`src/logic/uart_pkg.sv`:
```
// UART shared definitions
// bit period type, receiver and transmitter FSM states, and the
// parity rule used by both directions of the link

package uart_pkg;

    // clock cycles per serial bit, minimum 4
    typedef logic [15:0] divider_t;

    // ~~~~~~~~~~~~~~~~~~~~~~~~~~~~~~~~~~~~~~~~~~~~~~~~~~~~~~~~~~~~~~~~~~~~~~
    // FSM states
    // ~~~~~~~~~~~~~~~~~~~~~~~~~~~~~~~~~~~~~~~~~~~~~~~~~~~~~~~~~~~~~~~~~~~~~~

    typedef enum logic [2:0] {
        RX_IDLE   = 3'b000,
        RX_START  = 3'b001,
        RX_DATA   = 3'b010,
        RX_PARITY = 3'b011,
        RX_STOP   = 3'b100,
        RX_DONE   = 3'b101
    } rx_state_e;

    typedef enum logic [2:0] {
        TX_IDLE   = 3'b000,
        TX_START  = 3'b001,
        TX_DATA   = 3'b010,
        TX_PARITY = 3'b011,
        TX_STOP   = 3'b100
    } tx_state_e;

    // ~~~~~~~~~~~~~~~~~~~~~~~~~~~~~~~~~~~~~~~~~~~~~~~~~~~~~~~~~~~~~~~~~~~~~~
    // parity
    // ~~~~~~~~~~~~~~~~~~~~~~~~~~~~~~~~~~~~~~~~~~~~~~~~~~~~~~~~~~~~~~~~~~~~~~

    // odd wins over even; unused upper data bits must be zero
    function automatic logic parity(
        input logic [15:0] data,
        input logic        odd,
        input logic        even
    );
        logic x;
        x = ^data;
        if (odd) begin
            return ~x;
        end else if (even) begin
            return x;
        end
        return 1'b0;  // no parity
    endfunction

endpackage
```
`src/logic/uart_top.sv`:
```
// UART subsystem top
// transmitter on the input stream, receiver and receive FIFO on the
// output stream, sharing one bit period and parity mode

module uart_top
    import uart_pkg::*;
#(
    parameter int DATA_WIDTH = 8,
    parameter int FIFO_DEPTH = 4
) (
    input  logic                  clk_i,
    input  logic                  rstn_i,
    input  divider_t              clk_divider_i,
    input  logic                  parity_odd_i,
    input  logic                  parity_even_i,
    // transmit stream
    input  logic [DATA_WIDTH-1:0] s_tdata_i,
    input  logic                  s_tvalid_i,
    output logic                  s_tready_o,
    // receive stream
    output logic [DATA_WIDTH-1:0] m_tdata_o,
    output logic                  m_tvalid_o,
    input  logic                  m_tready_i,
    // serial line and status
    input  logic                  uart_rx_i,
    output logic                  uart_tx_o,
    output logic                  parity_err_o,
    output logic                  overrun_o
);

    logic [DATA_WIDTH-1:0] rx_word;
    logic                  rx_word_valid;

    uart_tx #(
        .DATA_WIDTH(DATA_WIDTH)
    ) u_tx (
        .clk_i        (clk_i),
        .rstn_i       (rstn_i),
        .clk_divider_i(clk_divider_i),
        .parity_odd_i (parity_odd_i),
        .parity_even_i(parity_even_i),
        .s_tdata_i    (s_tdata_i),
        .s_tvalid_i   (s_tvalid_i),
        .s_tready_o   (s_tready_o),
        .uart_tx_o    (uart_tx_o)
    );

    uart_rx #(
        .DATA_WIDTH(DATA_WIDTH)
    ) u_rx (
        .clk_i        (clk_i),
        .rstn_i       (rstn_i),
        .clk_divider_i(clk_divider_i),
        .parity_odd_i (parity_odd_i),
        .parity_even_i(parity_even_i),
        .uart_rx_i    (uart_rx_i),
        .word_o       (rx_word),
        .word_valid_o (rx_word_valid),
        .parity_err_o (parity_err_o)
    );

    // no back-pressure toward the receiver
    uart_rx_fifo #(
        .DATA_WIDTH(DATA_WIDTH),
        .FIFO_DEPTH(FIFO_DEPTH)
    ) u_rx_fifo (
        .clk_i       (clk_i),
        .rstn_i      (rstn_i),
        .word_i      (rx_word),
        .word_valid_i(rx_word_valid),
        .m_tdata_o   (m_tdata_o),
        .m_tvalid_o  (m_tvalid_o),
        .m_tready_i  (m_tready_i),
        .overrun_o   (overrun_o)
    );

endmodule

```
`src/logic/uart_rx_fifo.sv`:
```
// UART receive FIFO
// buffers received words for the output stream; a word that arrives
// while full with no read is dropped and flagged by an overrun pulse

module uart_rx_fifo #(
    parameter int DATA_WIDTH = 8,
    parameter int FIFO_DEPTH = 4
) (
    input  logic                  clk_i,
    input  logic                  rstn_i,
    input  logic [DATA_WIDTH-1:0] word_i,
    input  logic                  word_valid_i,
    output logic [DATA_WIDTH-1:0] m_tdata_o,
    output logic                  m_tvalid_o,
    input  logic                  m_tready_i,
    output logic                  overrun_o
);

    localparam int PTR_W = $clog2(FIFO_DEPTH);

    logic [DATA_WIDTH-1:0] mem [FIFO_DEPTH];
    logic [PTR_W-1:0]      wr_ptr;
    logic [PTR_W-1:0]      rd_ptr;
    logic [PTR_W:0]        count;
    logic                  full;
    logic                  do_read;
    logic                  do_write;

    assign full     = (count == (PTR_W + 1)'(FIFO_DEPTH));
    assign do_read  = m_tvalid_o & m_tready_i;
    assign do_write = word_valid_i & (~full | do_read);  // full plus read still fits

    always_ff @(posedge clk_i) begin
        if (do_write) begin
            mem[wr_ptr] <= word_i;
        end
    end

    always_ff @(posedge clk_i) begin
        if (!rstn_i) begin
            wr_ptr    <= '0;
            rd_ptr    <= '0;
            count     <= '0;
            overrun_o <= 1'b0;
        end else begin
            if (do_write) begin
                wr_ptr <= wr_ptr + 1'b1;  // wraps, depth is a power of two
            end
            if (do_read) begin
                rd_ptr <= rd_ptr + 1'b1;
            end
            case ({do_write, do_read})
                2'b10:   count <= count + 1'b1;
                2'b01:   count <= count - 1'b1;
                default: count <= count;
            endcase
            overrun_o <= word_valid_i & ~do_write;
        end
    end

    assign m_tvalid_o = (count != '0);
    assign m_tdata_o  = mem[rd_ptr];

endmodule

```
`src/logic/uart_tx.sv`:
```
// UART transmitter
// accepts one word per frame from the input stream and shifts out
// start bit, data LSB first, optional parity and one stop bit

module uart_tx
    import uart_pkg::*;
#(
    parameter int DATA_WIDTH = 8
) (
    input  logic                  clk_i,
    input  logic                  rstn_i,
    input  divider_t              clk_divider_i,
    input  logic                  parity_odd_i,
    input  logic                  parity_even_i,
    input  logic [DATA_WIDTH-1:0] s_tdata_i,
    input  logic                  s_tvalid_i,
    output logic                  s_tready_o,
    output logic                  uart_tx_o
);

    localparam int CNT_W = $clog2(DATA_WIDTH);

    tx_state_e             state;
    divider_t              baud_cnt;
    logic                  baud_done;
    logic [CNT_W-1:0]      bit_idx;
    logic                  bit_last;
    logic [DATA_WIDTH-1:0] tx_data;
    logic                  tx_parity;
    logic                  s_handshake;

    assign s_tready_o  = (state == TX_IDLE);
    assign s_handshake = s_tvalid_i & s_tready_o;
    assign baud_done   = (baud_cnt == clk_divider_i - divider_t'(1));
    assign bit_last    = (bit_idx == CNT_W'(DATA_WIDTH - 1));

    // ~~~~~~~~~~~~~~~~~~~~~~~~~~~~~~~~~~~~~~~~~~~~~~~~~~~~~~~~~~~~~~~~~~~~~~
    // word and parity latch
    // ~~~~~~~~~~~~~~~~~~~~~~~~~~~~~~~~~~~~~~~~~~~~~~~~~~~~~~~~~~~~~~~~~~~~~~

    always_ff @(posedge clk_i) begin
        if (s_handshake) begin
            tx_data   <= s_tdata_i;
            tx_parity <= parity(16'(s_tdata_i), parity_odd_i, parity_even_i);
        end
    end

    // one bit period per state step
    always_ff @(posedge clk_i) begin
        if (!rstn_i) begin
            baud_cnt <= '0;
        end else if (state == TX_IDLE || baud_done) begin
            baud_cnt <= '0;
        end else begin
            baud_cnt <= baud_cnt + divider_t'(1);
        end
    end

    // ~~~~~~~~~~~~~~~~~~~~~~~~~~~~~~~~~~~~~~~~~~~~~~~~~~~~~~~~~~~~~~~~~~~~~~
    // transmit FSM, line driven from a flop
    // ~~~~~~~~~~~~~~~~~~~~~~~~~~~~~~~~~~~~~~~~~~~~~~~~~~~~~~~~~~~~~~~~~~~~~~

    always_ff @(posedge clk_i) begin
        if (!rstn_i) begin
            state     <= TX_IDLE;
            bit_idx   <= '0;
            uart_tx_o <= 1'b1;
        end else begin
            case (state)
                TX_IDLE: begin
                    bit_idx <= '0;
                    if (s_handshake) begin
                        state     <= TX_START;
                        uart_tx_o <= 1'b0;  // start bit from next cycle
                    end
                end
                TX_START: begin
                    if (baud_done) begin
                        state     <= TX_DATA;
                        uart_tx_o <= tx_data[0];
                    end
                end
                TX_DATA: begin
                    if (baud_done) begin
                        if (!bit_last) begin
                            bit_idx   <= bit_idx + 1'b1;
                            uart_tx_o <= tx_data[bit_idx + 1'b1];
                        end else if (parity_odd_i | parity_even_i) begin
                            state     <= TX_PARITY;
                            uart_tx_o <= tx_parity;
                        end else begin
                            state     <= TX_STOP;
                            uart_tx_o <= 1'b1;
                        end
                    end
                end
                TX_PARITY: begin
                    if (baud_done) begin
                        state     <= TX_STOP;
                        uart_tx_o <= 1'b1;
                    end
                end
                TX_STOP: begin
                    if (baud_done) begin
                        state <= TX_IDLE;  // ready again next cycle
                    end
                end
                default: begin
                    state     <= TX_IDLE;
                    uart_tx_o <= 1'b1;
                end
            endcase
        end
    end

endmodule

```
`src/logic/uart_rx.sv`:
```
// UART receiver
// synchronizes the serial line, rejects short start pulses, samples
// each bit in its middle and checks parity; good words leave as a
// one-cycle strobe

module uart_rx
    import uart_pkg::*;
#(
    parameter int DATA_WIDTH = 8
) (
    input  logic                  clk_i,
    input  logic                  rstn_i,
    input  divider_t              clk_divider_i,
    input  logic                  parity_odd_i,
    input  logic                  parity_even_i,
    input  logic                  uart_rx_i,
    output logic [DATA_WIDTH-1:0] word_o,
    output logic                  word_valid_o,
    output logic                  parity_err_o
);

    localparam int CNT_W = $clog2(DATA_WIDTH);

    rx_state_e             state;
    logic [1:0]            rx_sync;
    logic                  rx_line;
    divider_t              baud_cnt;
    divider_t              half_m1;
    divider_t              full_m1;
    logic                  baud_done;
    logic                  start_check;
    logic [CNT_W-1:0]      bit_cnt;
    logic                  bit_last;
    logic [DATA_WIDTH-1:0] rx_data;
    logic                  parity_en;

    // ~~~~~~~~~~~~~~~~~~~~~~~~~~~~~~~~~~~~~~~~~~~~~~~~~~~~~~~~~~~~~~~~~~~~~~
    // line synchronizer
    // ~~~~~~~~~~~~~~~~~~~~~~~~~~~~~~~~~~~~~~~~~~~~~~~~~~~~~~~~~~~~~~~~~~~~~~

    always_ff @(posedge clk_i) begin
        if (!rstn_i) begin
            rx_sync <= 2'b11;  // idle line is high
        end else begin
            rx_sync <= {rx_sync[0], uart_rx_i};
        end
    end

    assign rx_line = rx_sync[1];

    // ~~~~~~~~~~~~~~~~~~~~~~~~~~~~~~~~~~~~~~~~~~~~~~~~~~~~~~~~~~~~~~~~~~~~~~
    // bit period counter
    // ~~~~~~~~~~~~~~~~~~~~~~~~~~~~~~~~~~~~~~~~~~~~~~~~~~~~~~~~~~~~~~~~~~~~~~

    assign half_m1     = (clk_divider_i >> 1) - divider_t'(1);
    assign full_m1     = clk_divider_i - divider_t'(1);
    assign start_check = (state == RX_START) && (baud_cnt == half_m1);
    assign baud_done   = (state != RX_START) && (baud_cnt == full_m1);
    assign bit_last    = (bit_cnt == CNT_W'(DATA_WIDTH - 1));
    assign parity_en   = parity_odd_i | parity_even_i;

    // restarts at the half-bit check, so later ticks land mid-bit
    always_ff @(posedge clk_i) begin
        if (!rstn_i) begin
            baud_cnt <= '0;
        end else if (state == RX_IDLE || start_check || baud_done) begin
            baud_cnt <= '0;
        end else begin
            baud_cnt <= baud_cnt + divider_t'(1);
        end
    end

    // ~~~~~~~~~~~~~~~~~~~~~~~~~~~~~~~~~~~~~~~~~~~~~~~~~~~~~~~~~~~~~~~~~~~~~~
    // receive FSM
    // ~~~~~~~~~~~~~~~~~~~~~~~~~~~~~~~~~~~~~~~~~~~~~~~~~~~~~~~~~~~~~~~~~~~~~~

    always_ff @(posedge clk_i) begin
        if (!rstn_i) begin
            state        <= RX_IDLE;
            bit_cnt      <= '0;
            parity_err_o <= 1'b0;
        end else begin
            case (state)
                RX_IDLE: begin
                    bit_cnt <= '0;
                    if (!rx_line) begin
                        state        <= RX_START;
                        parity_err_o <= 1'b0;  // new frame clears old error
                    end
                end
                RX_START: begin
                    if (start_check) begin
                        state <= rx_line ? RX_IDLE : RX_DATA;  // high here is a glitch
                    end
                end
                RX_DATA: begin
                    if (baud_done) begin
                        if (bit_last) begin
                            state <= parity_en ? RX_PARITY : RX_STOP;
                        end else begin
                            bit_cnt <= bit_cnt + 1'b1;
                        end
                    end
                end
                RX_PARITY: begin
                    if (baud_done) begin
                        state        <= RX_STOP;
                        parity_err_o <= (rx_line != parity(16'(rx_data), parity_odd_i,
                                                           parity_even_i));
                    end
                end
                RX_STOP: begin
                    if (baud_done) begin
                        state <= RX_DONE;  // stop level is not checked
                    end
                end
                RX_DONE: begin
                    state <= RX_IDLE;
                end
                default: state <= RX_IDLE;
            endcase
        end
    end

    // data bits, LSB first
    always_ff @(posedge clk_i) begin
        if (state == RX_DATA && baud_done) begin
            rx_data[bit_cnt] <= rx_line;
        end
    end

    assign word_o       = rx_data;
    assign word_valid_o = (state == RX_DONE) && !parity_err_o;

endmodule

```
`config.mk`:
```
export PLATFORM = sky130hd
export DESIGN_NAME = uart_top
export DESIGN_NICKNAME = d
export VERILOG_FILES = /design/src/logic/uart_pkg.sv /design/src/logic/uart_top.sv /design/src/logic/uart_rx_fifo.sv /design/src/logic/uart_tx.sv /design/src/logic/uart_rx.sv
export SDC_FILE = /design/constraint.sdc
export NUM_CORES = 1
export LEC_CHECK = 0
export BUFFER_PORTS_ARGS = -buffer_cell sky130_fd_sc_hd__buf_2
export CAP_MARGIN = 20
export CORE_ASPECT_RATIO = 2
export CORE_MARGIN = 2
export CORE_UTILIZATION = 40
export DETAILED_ROUTE_END_ITERATION = 12
export MAX_ROUTING_LAYER = met4
export PLACE_DENSITY = 0.66
export SYNTH_ARGS = -nofsm -noshare
export SYNTH_HDL_FRONTEND = slang
export SYNTH_SLANG_ARGS = --single-unit
```
`constraint.sdc`:
```
create_clock -name clk_i -period 7.1 [get_ports clk_i]
set_clock_uncertainty 0.1 [all_clocks]
set_input_delay 0.71 -clock clk_i [delete_from_list [all_inputs] [get_ports clk_i]]
set_output_delay 0.71 -clock clk_i [all_outputs]
set_load 0.02 [all_outputs]
```
---- Word-level counts from Yosys, hierarchy flattened ----
Memories as Yosys holds them, arrays and structs flattened. A register that Yosys moved wholly into a read port is not among the register bits.
Index checks and enable logic that the tools add are counted.
operators by class
  $add $sub $neg .......................... 10
  magnitude comparators ................... 3
  equal/unequal tests ..................... 33
  mux-type cells .......................... 56
  bitwise logic cells ..................... 12
  reductions and logical operators ........ 26
operator list
  cell                                                    number
  2-to-1 mux 3 bit                                        17
  equality test 16 bit                                    3
  adder 16 x 1 -> 16 bit (second input constant)          2
  XOR reduction 16 bit                                    2
  one-hot mux 3 bit (5 select lines)                      2
  2-to-1 mux 1 bit                                        26
  inequality test 2 x 1 -> 1 bit (second input constant)  10
  equality test 3 bit (second input constant)             6
  one-hot mux 3 bit (2 select lines)                      3
  subtractor 15 x 1 -> 16 bit (second input constant)     1
  subtractor 16 x 1 -> 16 bit (second input constant)     1
  equality test 3 x 2 -> 1 bit (second input constant)    4
  AND reduction 6 bit                                     2
  adder 3 x 1 -> 3 bit (second input constant)            3
  AND reduction 3 bit                                     3
  bitwise mux 8 bit                                       1
  < comparator 3 x 4 -> 1 bit (second input constant)     2
  inequality test 2 bit (second input constant)           4
  nonzero test 2 bit                                      4
  equality test 3 x 1 -> 1 bit (second input constant)    2
  zero test 3 bit                                         2
  2-to-1 mux 2 bit                                        3
  NOT 1 bit                                               6
  logical AND 1 bit                                       5
  other kinds (18)                                        26
storage, ports and cells
  register bits after elaboration ......... 73
  bits in writable memories ............... 32
  word-level logic and storage cells ...... 157
  memories kept ........................... 1
memories
  name           depth  bits a word  read ports  clocked after Yosys merged registers in  wr ports  RTL line            source
  u_rx_fifo.mem  4      8            1           1                                        1         uart_rx_fifo.sv:21  logic [DATA_WIDTH-1:0] mem [FIFO_DEPTH];

---- Depth between registers and ports, before layout ----
  word-level depth ........................ 13
  gate-level depth with buffers ........... 13
  gate-level depth less buffers ........... 10

---- By module ----
Synthesis repeated with hierarchy kept, for this count alone.
unflattened totals
  cells, all modules ...................... 689
  area, all modules ....................... 6707.7 um2
modules (own cells, without submodules)
  module        instances  cells an instance  area an instance (um2)
  uart_rx       1          362                2939.1
  uart_tx       1          226                2054.5
  uart_rx_fifo  1          101                1714.1

---- Worst setup path after synthesis ----
OpenSTA, ideal clock, no wires.
  kind .................................... in2reg
  from .................................... input port clk_divider_i[2]
  to ...................................... register u_rx.state[1]
  library setup time ...................... 0.096 ns
  arrival time ............................ 3.774 ns
  path slack .............................. 3.130 ns
  cell stages on the path ................. 12
  path buffers ............................ 2
  cells stage by stage .................... buf_2 -> inv_1 -> ha_1 -> or4b_4 -> nor4_1 -> xnor2_1 -> nand4_1 -> or4_1 -> buf_2 -> a32o_2 -> a211o_1 -> o41ai_2
between the ends
  cells in the longest elaborated chain, start to end .. 5
  elaborated cells between the ends (all ways) .. 11
ends and longest elaborated chain
  item                                                                               RTL line                      source
  from (decl)                                                                        uart_top.sv:13                input divider_t clk_divider_i,
  subtractor 16 x 1 -> 16 bit / subtractor 15 x 1 -> 16 bit (equally long branches)  uart_rx.sv:56, uart_rx.sv:55
  equality test 16 bit, on equally long branches                                     uart_rx.sv:58, uart_rx.sv:57
  logical AND 1 bit, on equally long branches                                        uart_rx.sv:58, uart_rx.sv:57
  inequality test 2 x 1 -> 1 bit (no source line)                                    --
  AND reduction 6 bit (no source line) *                                             --
  to (signal assigned)                                                               uart_rx.sv:93                 state <= rx_line ? RX_IDLE : RX_DATA;
  to (signal assigned)                                                               uart_rx.sv:99                 state <= parity_en ? RX_PARITY : RX_STOP;
  to (decl)                                                                          uart_rx.sv:24                 rx_state_e state;
Every way passes the cells marked *; elsewhere a longest branch is shown, timed or not.
A chain may end at the register's enable or synchronous reset.

---- Worst setup path after layout ----
  from .................................... input port clk_divider_i[1]
  to ...................................... register u_rx.state[1]
The elaborated chain is that of the path after synthesis.

==> metrics.md <==
| Metric | Value |
|---|---|
| Ys async rst share | 0% |
| Reg area | 2630 um^2 |
| Reg2reg path depth | 8 |
| Fillers | 1,439 |
| # rows | 64 |
| Final core utilization | 44.4% |
| Tcrit/Tclk final | 56.7% |
| Post-synth EDFFs | 49 |
| Relative slew slack | 52.7% |
| Share of cells above drive strength 1 | 12.3% |
| Synthesized cell area | 6220 um^2 |
| GRT busiest layer | met2 |
| Hpwl dp | 11,500 um |
| 1st-iter DRT viols | 218 |
| DR DRC count | 0 |
| Via count | 4,754 |
| Via density | 5.55 |
| Cts hold-fix bufs | 0 |
| Max Root-Sink Buffers | 2 |
| Gr usage total | 18.6% |
| Critical path launch point type | primary input |
| Initial core utilization | 40.7% |
| Worst slew pin tran | 0.704 ns |
| Crit-path slowest cell | or4_1 |
| Leakage | 2.25 nW |
| WHS Endpoint | u_rx.rx_sync[1] |
| Type of the worst min-delay path | reg -> reg |
| Global-route track usage on met1 | 16.1% |
| WHS Path Cells | 1 |
| CP Cell Sequence | buf_2 > inv_1 > ha_1 > nor4b_1 > nand4_1 > xor2_1 > o2111ai_1 > or4_1 > a32o_2 > a211o_1 > o41ai_2 |
| CP endpoint kind | flop |
| Mean routed wirelength per cell | 16.9 um |
| GRT overflow | 0 |
| R2r endpoint | u_rx.baud_cnt[10] |
| Critical R2R Launch | u_rx.baud_cnt[5] |
| Worst path arrival time | 4.17 ns |
| RePlAce Congestion | 1.01 |
| Nets | 697 |
| N_diodes | 0 |
| Power per cell area | 206 nW/um^2 |
| Die area | 16,600 um^2 |
| Startpoint of the worst hold path | u_rx.rx_sync[0] |
| Area Overhead vs Synth | 9.07% |
| Number of global-route vias before repair | 4,916 |
| Seq/Total Area, Yosys | 42.3% |
| GR Layer Usage met2 | 35.1% |
| Main synth FF type | dfxtp_1 |
| Initial DRT Pass Iterations | 4 |
| Post-synth cell types | 62 |
| Req. time, crit path | 7.25 ns |
| Clk_lat worst skew | 0.34 ns |
| Chip Width | 92.2 um |
| Slew Viols, Final | 0 |
| Top Family by Delay on Critical Path | simple AND/OR/NAND/NOR gates |
| Crit path buf inv count | 2 |
| Clk sink count | 107 |
| Maximum VDD drop | 0.160 mV |
| Fin cells | 856 |
| Synth Instances | 642 |
| Clock root buffer | clkbuf_16 |
| Antenna violations before repair | 0 |
| RSZ-0062 raised after global routing | no |
| Global-route wire length before repair | 23,500 um |
| Routed WL | 14,500 um |
| Yosys warnings | 0 |
| Die H | 180 um |
| CP max FO | 7 |
| Setup violations, final | 0 |
| Aggregate negative setup slack | 0 ns |
| Htree depth | 3 |
| TritonCTS Buffers | 9 |
| Core box area | 15,300 um^2 |
| Max_cap viols | 0 |
| Syn nets | 686 |
| Number of port buffers | 43 |
| Status | finished clean |
| Critical setup path kind | in -> reg |
| Total power | 1.40 mW |
| FF-to-FF setup slack | 4.03 ns |
| Hold Vio Cnt, Final | 0 |
| Worst stage delay on the critical path | 0.68 ns |
| Post-CTS sizing | 0 |
| Num ports | 44 |
| Post-CTS Setup Bufs | 0 |
| Global Route met3 Usage | 2.76% |
| Pin count of the biggest net entering global routing | 27 |
| Tmin final | 4.02 ns |
| Antenna-violating nets left | 0 |
| CTS clk-pin slew, worst paths | 0.07 ns |
| Max frequency | 249 MHz |
| TritonCTS clock tree | yes |
| FF+latch count, synth | 107 |
| Mean Syn Cell Area | 9.69 um^2 |
| Inst Count DP | 839 |
| Multi-input logic area | 3310 um^2 |
cell usage after synthesis (4+ instances only):
cell type,instances,share of area (%)
mux2i_1,7,1.1
nor4b_1,5,0.70
clkbuf_1,30,1.8
edfxtp_1,49,24
mux4_2,10,3.6
nand4_1,13,1.3
nor4_1,8,0.80
dfxtp_1,58,19
nor2_1,81,4.9
xor2_1,34,4.8
and3b_1,4,0.56
and3_1,11,1.1
xnor2_1,74,10
o31ai_1,4,0.48
nand2b_1,9,0.90
nor3_1,13,1.0
nor2b_1,6,0.60
or3_1,5,0.50
o21ai_0,13,1.0
a21oi_1,12,0.97
ha_1,12,2.4
a211oi_1,4,0.48
nand2_1,38,2.3
inv_1,21,1.3
or4_1,8,0.97
buf_2,7,0.56
o211ai_1,8,0.97
nor3b_1,5,0.60
and2_1,6,0.60
nand3_1,32,2.6
nand3b_1,4,0.48
kinds of logic (layout without fill, tap and decap cells):
kind of cell,after synthesis,count (layout),synth area share [%]
compound gates,70,70,8.02
xor+xnor,110,110,15.9
fa+ha+maj,13,13,2.73
buf+inv,65,81,4.42
flops,107,107,42.3
mux,17,17,4.75
simple gates,260,260,21.8
state kept, by name, summed over array words and instances, names as in the netlist, 2 cells and up, named ones only:
signal / flops
u_rx.baud_cnt: 16
u_rx.bit_cnt: 3
u_rx.rx_sync: 2
u_rx.state: 3
u_rx.word_o: 8
u_rx_fifo.count: 3
u_rx_fifo.mem: 32
u_rx_fifo.rd_ptr: 2
u_rx_fifo.wr_ptr: 2
u_tx.baud_cnt: 16
u_tx.bit_idx: 3
u_tx.state: 3
u_tx.tx_data: 8
power by group:
part           internal (mW)  switching [mW]  leakage, nW
clock network          0.274           0.221        0.140
logic                 0.0915           0.123         1.19
registers              0.659          0.0280        0.913
per-layer routing:
metal,part of all wire (%),wire (um),vias to the layer above
met5,0,0,-
li1,-,-,2292
met3,3.7,535,71
met2,56,8060,140
met1,33,4790,2251
met4,7.5,1080,0
layout by cell type (no fill, tap or decap), drive strengths merged, types with 3 or more instances in the layout:
| cell type | count |
|---|---|
| and3b | 4 |
| o41ai | 3 |
| o21a | 3 |
| nor4 | 10 |
| nor3b | 5 |
| nor2b | 6 |
| nand3b | 4 |
| nand3 | 32 |
| or3 | 5 |
| o211ai | 8 |
| nand4 | 13 |
| and2 | 6 |
| o21ai | 13 |
| mux4 | 10 |
| a31oi | 3 |
| or4 | 8 |
| nor4b | 5 |
| inv | 22 |
| nor2 | 81 |
| xor2 | 34 |
| o31ai | 5 |
| a2111oi | 3 |
| edfxtp | 49 |
| buf | 43 |
| nand2b | 9 |
| a21oi | 12 |
| or4b | 4 |
| nor3 | 13 |
| dfxtp | 58 |
| nand2 | 38 |
| xnor2 | 74 |
| mux2i | 7 |
| clkbuf | 11 |
| ha | 12 |
| clkinv | 3 |
| and3 | 11 |
| a211oi | 4 |
through the flow:
stage,worst slack [ns],area [um^2],hold slack [ns]
after global placement,2.85,6490,0.292
after global routing,2.78,6790,0.330
after floorplan,3.13,6220,0.286
after detailed placement,2.72,6490,0.298
after CTS,3.08,6780,0.314
final,3.08,6790,0.308
worst max path at each step:
stage | start | end | slack [ns] | cells after the start
6_report | clk_divider_i[1] | u_rx.state[1] | 3.08 | 11
2_1_floorplan | clk_divider_i[2] | u_rx.state[1] | 3.13 | 12
3_5_place_dp | clk_divider_i[0] | u_tx.bit_idx[2] | 2.72 | 11
3_3_place_gp | clk_divider_i[2] | u_rx.state[1] | 2.85 | 11
5_1_grt | clk_divider_i[2] | u_rx.state[1] | 2.78 | 11
4_1_cts | clk_divider_i[0] | u_tx.bit_idx[2] | 3.08 | 11
cell type report:
type,count,area share (%)
inverters,21,1.16
clock inverters,6,0.940
well taps,198,3.65
repair buffers,44,3.24
multi-input cells,470,48.8
clock buffers,10,3.37
flip-flops and latches,107,38.8
Note: power is estimated with default switching activity, not from simulation.
